[config.mk]
export PLATFORM = sky130hd
export DESIGN_NAME = hins_top
export DESIGN_NICKNAME = d
export VERILOG_FILES = /design/src/logic/hins_pkg.sv /design/src/logic/hins_varset.sv /design/src/logic/hins_sync_gen.sv /design/src/logic/hins_timer.sv /design/src/logic/hins_top.sv
export VERILOG_INCLUDE_DIRS = /design/src /design/src/logic
export SDC_FILE = /design/constraint.sdc
export NUM_CORES = 1
export LEC_CHECK = 0
export BUFFER_PORTS_ARGS = -buffer_cell sky130_fd_sc_hd__buf_2
export CORE_ASPECT_RATIO = 1.2
export CORE_MARGIN = 10
export CORE_UTILIZATION = 37
export DETAILED_ROUTE_END_ITERATION = 16
export GPL_ROUTABILITY_DRIVEN = 0
export PLACE_DENSITY = 0.55
export SYNTH_ARGS = -nofsm -noshare
export SYNTH_HDL_FRONTEND = slang
export SYNTH_HIERARCHICAL = 1
export SYNTH_SLANG_ARGS = --single-unit
[constraint.sdc]
create_clock -name pll_clk_cpu_int -period 6.2 [get_ports pll_clk_cpu_int]
set_input_delay 1.24 -clock pll_clk_cpu_int [delete_from_list [all_inputs] [get_ports pll_clk_cpu_int]]
set_output_delay 1.24 -clock pll_clk_cpu_int [all_outputs]
set_load 0.02 [all_outputs]
[src/logic/hins_defs.svh]
`ifndef HINS_DEFS_SVH
`define HINS_DEFS_SVH

// ==============================
// bus widths
// ==============================
`define HINS_WORD_W 32              // one cpu register word
`define HINS_ADDR_W 4               // host address bits

// ==============================
// register map
// ==============================
`define HINS_A_SYNC_COUNT   4'd0    // sync period in cpu clocks
`define HINS_A_TIMER_RST    4'd1    // bit 0 holds the timer in clear
`define HINS_A_DAC_RST      4'd2    // bit 0 drives the dac reset pin
`define HINS_A_TIMER        4'd3    // live timer value, read only
`define HINS_A_SYNC_CNT_NOW 4'd4    // live sync counter, read only

// ==============================
// timer
// ==============================
// prescaler length in cpu clocks for one timer tick
`define HINS_TIMER_DIV 10000

`endif

[src/logic/hins_pkg.sv]
`include "hins_defs.svh"

package hins_pkg;

    // ==============================
    // shared types
    // ==============================

    typedef logic [`HINS_WORD_W-1:0] hins_word_t;   // one register word
    typedef logic [`HINS_ADDR_W-1:0] hins_addr_t;   // host side address

    // ==============================
    // register addresses
    // ==============================

    // values come straight from the macro map
    typedef enum hins_addr_t {
        REG_SYNC_COUNT   = `HINS_A_SYNC_COUNT,      // rw sync period
        REG_TIMER_RST    = `HINS_A_TIMER_RST,       // rw timer clear
        REG_DAC_RST      = `HINS_A_DAC_RST,         // rw dac reset
        REG_TIMER        = `HINS_A_TIMER,           // ro timer value
        REG_SYNC_CNT_NOW = `HINS_A_SYNC_CNT_NOW     // ro sync counter
    } hins_reg_e;

endpackage

[src/logic/hins_varset.sv]
`timescale 1ns/1ps

module hins_varset
    import hins_pkg::*;
(
    input  logic       pll_clk_cpu_int,
    input  logic       i_rst_n,
    // host port, four phase req/ack
    input  logic       i_host_req,
    input  logic       i_host_we,
    input  hins_addr_t i_host_addr,
    input  hins_word_t i_host_wdata,
    output logic       o_host_ack,
    output hins_word_t o_host_rdata,
    // live values from the timing units
    input  hins_word_t i_timer,
    input  hins_word_t i_sync_cnt,
    // register outputs
    output hins_word_t o_sync_count,
    output logic       o_timer_clr,
    output logic       o_dac_rst
);

    logic       req_meta;           // first sync stage
    logic       req_sync;           // req as seen by the bank
    logic       ack_q;              // handshake state
    logic       access;             // one cycle per transaction
    hins_reg_e  reg_sel;            // decoded address
    hins_word_t rd_data;            // read mux output
    hins_word_t rdata_q;            // read data held with ack

    hins_word_t sync_count_q;       // REG_SYNC_COUNT
    hins_word_t timer_rst_q;        // REG_TIMER_RST
    hins_word_t dac_rst_q;          // REG_DAC_RST

    // ==============================
    // host handshake
    // ==============================

    always_ff @(posedge pll_clk_cpu_int or negedge i_rst_n) begin
        if (!i_rst_n) begin
            req_meta <= 1'b0;
            req_sync <= 1'b0;
        end else begin
            req_meta <= i_host_req;         // two flop sync
            req_sync <= req_meta;
        end
    end

    // new access only once the previous ack has dropped
    assign access = req_sync && !ack_q;

    always_ff @(posedge pll_clk_cpu_int or negedge i_rst_n) begin
        if (!i_rst_n) begin
            ack_q <= 1'b0;
        end else if (access) begin
            ack_q <= 1'b1;                  // phase 2
        end else if (!req_sync) begin
            ack_q <= 1'b0;                  // phase 4
        end
    end

    assign reg_sel = hins_reg_e'(i_host_addr);  // unmapped codes fall to default

    // ==============================
    // writable registers
    // ==============================

    always_ff @(posedge pll_clk_cpu_int or negedge i_rst_n) begin
        if (!i_rst_n) begin
            sync_count_q <= '0;
            timer_rst_q  <= '0;
            dac_rst_q    <= '0;
        end else if (access && i_host_we) begin    // lands with ack rise
            case (reg_sel)
                REG_SYNC_COUNT:   sync_count_q <= i_host_wdata;
                REG_TIMER_RST:    timer_rst_q  <= i_host_wdata;
                REG_DAC_RST:      dac_rst_q    <= i_host_wdata;
                REG_TIMER:        ;                 // read only
                REG_SYNC_CNT_NOW: ;                 // read only
                default:          ;                 // unmapped, dropped
            endcase
        end
    end

    // ==============================
    // read back
    // ==============================

    always_comb begin
        case (reg_sel)
            REG_SYNC_COUNT:   rd_data = sync_count_q;
            REG_TIMER_RST:    rd_data = timer_rst_q;
            REG_DAC_RST:      rd_data = dac_rst_q;
            REG_TIMER:        rd_data = i_timer;        // live value
            REG_SYNC_CNT_NOW: rd_data = i_sync_cnt;     // live value
            default:          rd_data = '0;             // unmapped reads zero
        endcase
    end

    // sampled once per read, stable while ack is high
    always_ff @(posedge pll_clk_cpu_int) begin
        if (access && !i_host_we) begin
            rdata_q <= rd_data;
        end
    end

    assign o_host_ack   = ack_q;
    assign o_host_rdata = rdata_q;

    assign o_sync_count = sync_count_q;     // full word to sync gen
    assign o_timer_clr  = timer_rst_q[0];   // only bit 0 clears
    assign o_dac_rst    = dac_rst_q[0];     // pin follows bit 0

endmodule

[src/logic/hins_sync_gen.sv]
`timescale 1ns/1ps

module hins_sync_gen
    import hins_pkg::*;
(
    input  logic       pll_clk_cpu_int,
    input  logic       i_rst_n,
    input  hins_word_t i_sync_count,    // period in cpu clocks
    output logic       o_sync_out,      // one cycle pulse
    output hins_word_t o_sync_cnt       // running count for read back
);

    hins_word_t cnt_q;                  // period counter
    logic       park;                   // count of 0 stops the generator
    logic       wrap;                   // last cycle of the period

    // ==============================
    // wrap detect
    // ==============================

    assign park = (i_sync_count == '0);

    // >= so a lowered period still wraps at once
    assign wrap = !park && (cnt_q >= (i_sync_count - 1'b1));

    // ==============================
    // period counter
    // ==============================

    always_ff @(posedge pll_clk_cpu_int or negedge i_rst_n) begin
        if (!i_rst_n) begin
            cnt_q <= '0;
        end else if (park || wrap) begin
            cnt_q <= '0;                // restart the period
        end else begin
            cnt_q <= cnt_q + 1'b1;
        end
    end

    // pulse marks the final count of each period
    assign o_sync_out = wrap;
    assign o_sync_cnt = cnt_q;

endmodule

[src/logic/hins_timer.sv]
`timescale 1ns/1ps
`include "hins_defs.svh"

module hins_timer
    import hins_pkg::*;
#(
    parameter int unsigned COUNTER_NUM = `HINS_TIMER_DIV   // clocks per tick
)(
    input  logic       pll_clk_cpu_int,
    input  logic       i_rst_n,
    input  logic       i_clr,           // holds everything at zero
    output hins_word_t o_timer          // tick count
);

    // at least one bit even for a divide by one
    localparam int unsigned       PRE_W    = (COUNTER_NUM > 1) ? $clog2(COUNTER_NUM) : 1;
    localparam logic [PRE_W-1:0]  PRE_LAST = PRE_W'(COUNTER_NUM - 1);

    logic [PRE_W-1:0] pre_q;            // prescaler
    logic             tick;             // prescaler wrap
    hins_word_t       timer_q;          // free running value

    assign tick = (pre_q == PRE_LAST);

    // ==============================
    // prescaler
    // ==============================

    always_ff @(posedge pll_clk_cpu_int or negedge i_rst_n) begin
        if (!i_rst_n) begin
            pre_q <= '0;
        end else if (i_clr || tick) begin
            pre_q <= '0;                // clear or end of division
        end else begin
            pre_q <= pre_q + 1'b1;
        end
    end

    // ==============================
    // tick counter
    // ==============================

    always_ff @(posedge pll_clk_cpu_int or negedge i_rst_n) begin
        if (!i_rst_n) begin
            timer_q <= '0;
        end else if (i_clr) begin
            timer_q <= '0;
        end else if (tick) begin
            timer_q <= timer_q + 1'b1;  // wraps at 2^32
        end
    end

    assign o_timer = timer_q;

endmodule

[src/logic/hins_top.sv]
`timescale 1ns/1ps
`include "hins_defs.svh"

module hins_top
    import hins_pkg::*;
#(
    parameter int unsigned TIMER_DIV = `HINS_TIMER_DIV     // timer prescale
)(
    input  logic       pll_clk_cpu_int,
    input  logic       RST_EXT_N,       // board reset
    input  logic       i_pll_locked,    // lock flag of the pll
    // host port
    input  logic       i_host_req,
    input  logic       i_host_we,
    input  hins_addr_t i_host_addr,
    input  hins_word_t i_host_wdata,
    output logic       o_host_ack,
    output hins_word_t o_host_rdata,
    // board pins
    output logic       o_sync_out,
    output logic       o_dac_rst
);

    logic       r_locked_sync1;     // lock sync stage 1
    logic       r_locked_sync2;     // lock sync stage 2
    logic       rst_sync_n;         // internal reset
    hins_word_t var_sync_count;     // period to sync gen
    hins_word_t var_sync_cnt_now;   // sync counter back to bank
    hins_word_t var_timer;          // timer value back to bank
    logic       var_timer_clr;      // timer clear from bank

    // ==============================
    // reset synchronizer
    // ==============================

    // released after lock is seen on two edges
    always_ff @(posedge pll_clk_cpu_int or negedge RST_EXT_N) begin
        if (!RST_EXT_N) begin
            r_locked_sync1 <= 1'b0;
            r_locked_sync2 <= 1'b0;
        end else begin
            r_locked_sync1 <= i_pll_locked;
            r_locked_sync2 <= r_locked_sync1;
        end
    end

    assign rst_sync_n = r_locked_sync2;   // lock loss re-asserts after two edges

    // ==============================
    // register bank
    // ==============================

    hins_varset u_varset (
        .pll_clk_cpu_int (pll_clk_cpu_int),
        .i_rst_n         (rst_sync_n),
        .i_host_req      (i_host_req),
        .i_host_we       (i_host_we),
        .i_host_addr     (i_host_addr),
        .i_host_wdata    (i_host_wdata),
        .o_host_ack      (o_host_ack),
        .o_host_rdata    (o_host_rdata),
        .i_timer         (var_timer),
        .i_sync_cnt      (var_sync_cnt_now),
        .o_sync_count    (var_sync_count),
        .o_timer_clr     (var_timer_clr),
        .o_dac_rst       (o_dac_rst)            // straight to the pin
    );

    // ==============================
    // timing units
    // ==============================

    hins_sync_gen u_sync_gen (
        .pll_clk_cpu_int (pll_clk_cpu_int),
        .i_rst_n         (rst_sync_n),
        .i_sync_count    (var_sync_count),
        .o_sync_out      (o_sync_out),
        .o_sync_cnt      (var_sync_cnt_now)
    );

    hins_timer #(
        .COUNTER_NUM     (TIMER_DIV)
    ) u_timer (
        .pll_clk_cpu_int (pll_clk_cpu_int),
        .i_rst_n         (rst_sync_n),
        .i_clr           (var_timer_clr),
        .o_timer         (var_timer)
    );

endmodule

Yosys cells after proc, flatten, opt, wreduce, memory -nomap -nowiden

Index checks and enable logic that the tools add are counted.

$add $sub $neg: 4
Equality and inequality tests: 6
$lt $le $gt $ge: 1
Mux-type cells: 7
Reduce and logical (&&, ||, !) cells: 15

Operators with widths:

| operator                | count |
|---|---|
| $pmux W32 S5            | 1 |
| $mux W32                | 3 |
| $add A32 B1 Y32 const B | 2 |
| $ge A32 B32 Y1          | 1 |
| $logic_not A32 Y1       | 1 |
| $sub A32 B1 Y32 const B | 1 |
| $add A14 B1 Y14 const B | 1 |
| $eq A14 B14 Y1 const B  | 1 |
| $mux W14                | 1 |
| $eq A4 B2 Y1 const B    | 2 |
| $reduce_and A2 Y1       | 3 |
| $eq A4 B1 Y1 const B    | 1 |
| $eq A4 B3 Y1 const B    | 1 |
| $logic_and A1 B1 Y1     | 4 |
| $logic_not A4 Y1        | 1 |
| $logic_not A1 Y1        | 3 |
| $logic_or A1 B1 Y1      | 2 |
| $mux W1                 | 2 |
| $ne A2 B2 Y1 const B    | 1 |
| $reduce_bool A2 Y1      | 1 |

Input port bits: 41
Output and inout bits: 35
Logic and storage cells: 45
Bits in registers: 211

Depth between registers and ports, before layout

Depth in word-level cells: 5
Depth in mapped cells: 15
Depth with buffers taken out: 12

By module

Netlist, hierarchy kept.

Modules (own cells, without submodules):

| module        | instances | seq. area each (sq um) | area each (sq um) | cells an instance |
|---|---|---|---|---|
| hins_varset   | 1         | 3438.3                 | 6192.2            | 401 |
| hins_sync_gen | 1         | 800.8                  | 2929.1            | 337 |
| hins_timer    | 1         | 1151.1                 | 2317.2            | 248 |
| hins_top      | 1         | 50.0                   | 50.0              | 2 |

Worst setup path before layout

No wires, ideal clock.

Path type: register to output
Start point: reg u_varset.sync_count_q[9] (netlist: u_varset/o_sync_count[9])
End point: out o_sync_out
Data arrival time: 3.944 ns
Data required time: 4.960 ns
Stages on the path, launching flop included: 13
Path buffers: 1
Setup slack: 1.016 ns
Cells stage by stage: dfrtp_1 -> or4_4 -> or3_1 -> buf_2 -> or2_2 -> or4_1 -> xor2_1 -> ha_1 -> nand4_1 -> or4_1 -> nor2_1 -> o41a_1 -> o31a_1

Cells in the longest elaborated chain, start to end: 3
Elaborated cells on any way between the ends: 5
Those cells by class: add/sub (1); order compare (1); reduce/logical (3)

RTL lines:

| element                                              | RTL line                                 | RTL |
|---|---|---|
| start: declaration                                   | hins_varset.sv:32                        | `hins_word_t sync_count_q;` |
| start signal: assignment                             | hins_varset.sv:76                        | `REG_SYNC_COUNT: sync_count_q <= i_host_wdata;` |
| $sub A32 B1 Y32 or $logic_not A32 Y1 (tied branches) | hins_sync_gen.sv:24, hins_sync_gen.sv:21 |  |
| $ge A32 B32 Y1 or $logic_not A1 Y1 (tied branches)   | hins_sync_gen.sv:24                      | `assign wrap = !park && (cnt_q >= (i_sync_count - 1'b1));` |
| $logic_and A1 B1 Y1 (*)                              | hins_sync_gen.sv:24                      |  |
| end: declaration                                     | hins_top.sv:20                           | `output logic o_sync_out,` |

Every way passes the cells marked *; elsewhere a longest branch is shown, timed or not.

Final worst setup path

Start point: reg u_varset.sync_count_q[4] (netlist: u_varset/o_sync_count[4])
End point: out o_sync_out

The elaborated chain is that of the path after synthesis.

==> impl_metrics.ini <==
[clock_tree]
clkSinkCount = 211
cts_buffer_depth = 3
cts_tree = built
cts_buffers = 24
htreeDepth = 1
clkTransAtPathRegs_ps = 60
clock_latency_ps = 530
hold_buffers = 0
cts-root-buf = clkbuf_16

[die]
die-area_mm2 = 0.0385
start_util_pct = 37.6
ios = 76
die_y_um = 213
core_area_mm2 = 0.0306
die_x_um = 181
rows = 70

[grt]
antenna_found_initial = 1
grt_pass1_vias = 7898
grt_max_degree = 73
grtUsageTotal_pct = 15.7
grt_pass1_wl_mm = 48.2
gr-total-overflow = 0

[synthesis]
ys_ff_latch = 211
yosys_warnings = 6
synth_cell_types = 55
netlist_instances = 988
synth_nets = 1066
synth-async-reset-ratio_pct = 84.8
syn_area_per_cell_um2 = 11.6
seq_area_frac_synth_pct = 47.4
dominantRegCellSynth = dfrtp_1
syn-cell-area_mm2 = 0.0115
synth_edf_count = 32

[timing]
maxSlewHeadroom_pct = 32.6
worstMarginPinSlew_ps = 1010
setup_viol = 0
fin_crit_sh_pct = 96.7
rsz0062_at_grt = no
hold_violations = 0
skew_ps = 11.3
fmax_mhz = 167
report.final.slew_viol_count = 0
hold_slack_ps = 346
fin_crit_ps = 6000
fin_setup_tns_ps = 0

[final_layout]
mostFrequentLayoutCells = dfrtp_1, nor2_1, xnor2_1
stdcell_area_mm2 = 0.0128
nets = 1124
drive_gt1_share_pct = 22.9
final_core_util_pct = 42.0
nFillCells = 2851
num_antenna_cells = 0
syn_to_final_growth_pct = 11.8
final_common_cell = dfrtp_1

[critical_path]
cp-end-kind = output port
start_kind = flip-flop
crit_arrival_ps = 4760
critical_path_peak_fanout = 7
path_class = reg -> out
reg2regPathDepth = 11
worstPathRequired_ps = 4960

[routing]
antenna_left = 0
drc = 0
wire_per_inst_um = 21.3
via_per_inst = 5.39
dr.first_iter.drc_count = 566
wl_mm = 31.1
vias = 7863
drt_first_pass_iters = 5

[placement]
portBuffers = 75
placed_cell_area_mm2 = 0.0121
dp_hpwl_mm = 22.1

[pwr]
switching_share_pct = 28.7
comb_power_share_pct = 17.1
internal-power_mw = 2.63
power-per-cell-area_mw_per_mm2 = 287
seq_power_share_pct = 46.6
p_leak_nw = 5.50
clkPwrFrac_pct = 36.4
vdd_ir_drop_max_mv = 0.159
p_sw_mw = 1.06

[hold_path]
hold_depth = 0
min_path_type = reg -> reg

[outcome]
status = finished clean

[run]
maxCapViolations = 0
[flip-flops by register name, summed over array words and instances, names as in the netlist]
signal,flops
u_sync_gen/o_sync_cnt,32
u_varset/req_sync,1
u_timer/pre_q,14
r_locked_sync1,1
u_varset/timer_rst_q,32
u_timer/o_timer,32
u_varset/req_meta,1
u_varset/dac_rst_q,32
r_locked_sync2,1
u_varset/o_host_ack,1
u_varset/o_host_rdata,32
u_varset/o_sync_count,32
[layout make-up]
cell class / instances / area, um2 / area share (%)
multi-input cells: 704 / 5640 / 43.9
well taps: 396 / 495 / 3.86
flip-flops and latches: 211 / 5440 / 42.4
repair buffers: 88 / 475 / 3.70
clock inverters: 8 / 33.8 / 0.263
clock buffers: 36 / 697 / 5.43
inverters: 17 / 63.8 / 0.497
[timing repair]
action | 4_1_cts | 5_1_grt
gates resized for setup | 0 | 1
endpoints found under the setup margin | 0 | 1
setup buffers | 0 | 0
[power groups by stage]
stage | registers, mW | logic (mW) | clock network (mW)
finish | 1.72 | 0.628 | 1.34
global route | 1.74 | 0.705 | 1.43
CTS | 1.72 | 0.633 | 1.38
detailed placement | 1.74 | 0.629 | 0
global placement | 1.73 | 0.619 | 0
floorplan | 1.70 | 0.475 | 0
[cells by family after synthesis]
family | count (synthesis) | share of synthesized area (%)
simple gates | 342 | 16.1
flops | 211 | 47.4
mux | 153 | 16.4
xor+xnor | 98 | 7.47
compound gates | 74 | 4.85
buf+inv | 73 | 3.76
fa+ha+maj | 37 | 4.03
[cells in the mapped netlist (2+ instances only)]
master / number / share of area, %
a2111oi_0: 2 / 0.15
a21o_1: 5 / 0.33
a21oi_1: 16 / 0.70
a221o_1: 8 / 0.70
a22oi_1: 8 / 0.52
and2_1: 2 / 0.11
and3_1: 6 / 0.33
and4_1: 9 / 0.69
and4b_1: 2 / 0.17
buf_1: 3 / 0.098
buf_12: 6 / 1.0
buf_2: 12 / 0.52
buf_4: 2 / 0.13
buf_6: 5 / 0.49
clkbuf_1: 28 / 0.91
dfrtp_1: 179 / 39
edfxtp_1: 32 / 8.4
ha_1: 37 / 4.0
inv_1: 17 / 0.56
mux2_2: 44 / 4.3
mux2_4: 60 / 7.8
mux2i_1: 49 / 4.3
nand2_1: 56 / 1.8
nand2b_1: 3 / 0.16
nand3_1: 30 / 1.3
nand4_1: 23 / 1.3
nor2_1: 81 / 2.6
nor2b_1: 3 / 0.16
nor3_1: 60 / 2.6
nor3b_1: 2 / 0.13
nor4_1: 23 / 1.3
nor4_4: 2 / 0.37
nor4b_1: 4 / 0.30
nor4b_4: 2 / 0.41
o21ai_0: 6 / 0.26
o221ai_1: 23 / 1.8
or2_2: 4 / 0.22
or3_1: 9 / 0.49
or4_1: 10 / 0.65
or4_4: 2 / 0.20
or4b_1: 2 / 0.17
or4b_2: 2 / 0.17
xnor2_1: 78 / 5.9
xor2_1: 20 / 1.5
[critical path, cell delays in order (launching register included)]
cell and delay (ps):
dfrtp_1 450, or4_1 620, or3_1 440, or2_2 320, or4_1 530, xor2_1 170, ha_1 320, nand4_1 140
or4_1 580, nor2_1 140, o41a_1 180, o31a_1 170, buf_2 180
[per-layer routing]
layer / global-route usage, % / routed length (um) / vias up
li1: - / - / 3729
met1: 20.9 / 14300 / 3936
met2: 25.8 / 14900 / 156
met3: 2.32 / 1210 / 40
met4: 4.67 / 685 / 2
met5: 0 / 17 / -
[through the flow]
step / cells / setup slack (ps) / total power, mW
4_1_cts: 1460 / 88.1 / 3.73
6_report: 1460 / 205 / 3.69
3_5_place_dp: 1416 / 668 / 2.37
2_1_floorplan: 988 / 843 / 2.17
5_1_grt: 1460 / 8.22 / 3.87
3_3_place_gp: 1416 / 748 / 2.35
[final timing paths]
kind,slack [ps],endpoint,start
min,350,u_varset/req_sync,u_varset/req_meta
max reg2reg,1390,u_sync_gen/o_sync_cnt[2],u_varset/o_sync_count[4]
min reg2reg,350,u_varset/req_sync,u_varset/req_meta
min in group asynchronous,480,u_varset/timer_rst_q[21],r_locked_sync2
max,200,o_sync_out,u_varset/o_sync_count[4]
max in group asynchronous,4320,u_sync_gen/o_sync_cnt[4],r_locked_sync2
Power figures use the tool's default switching activity.
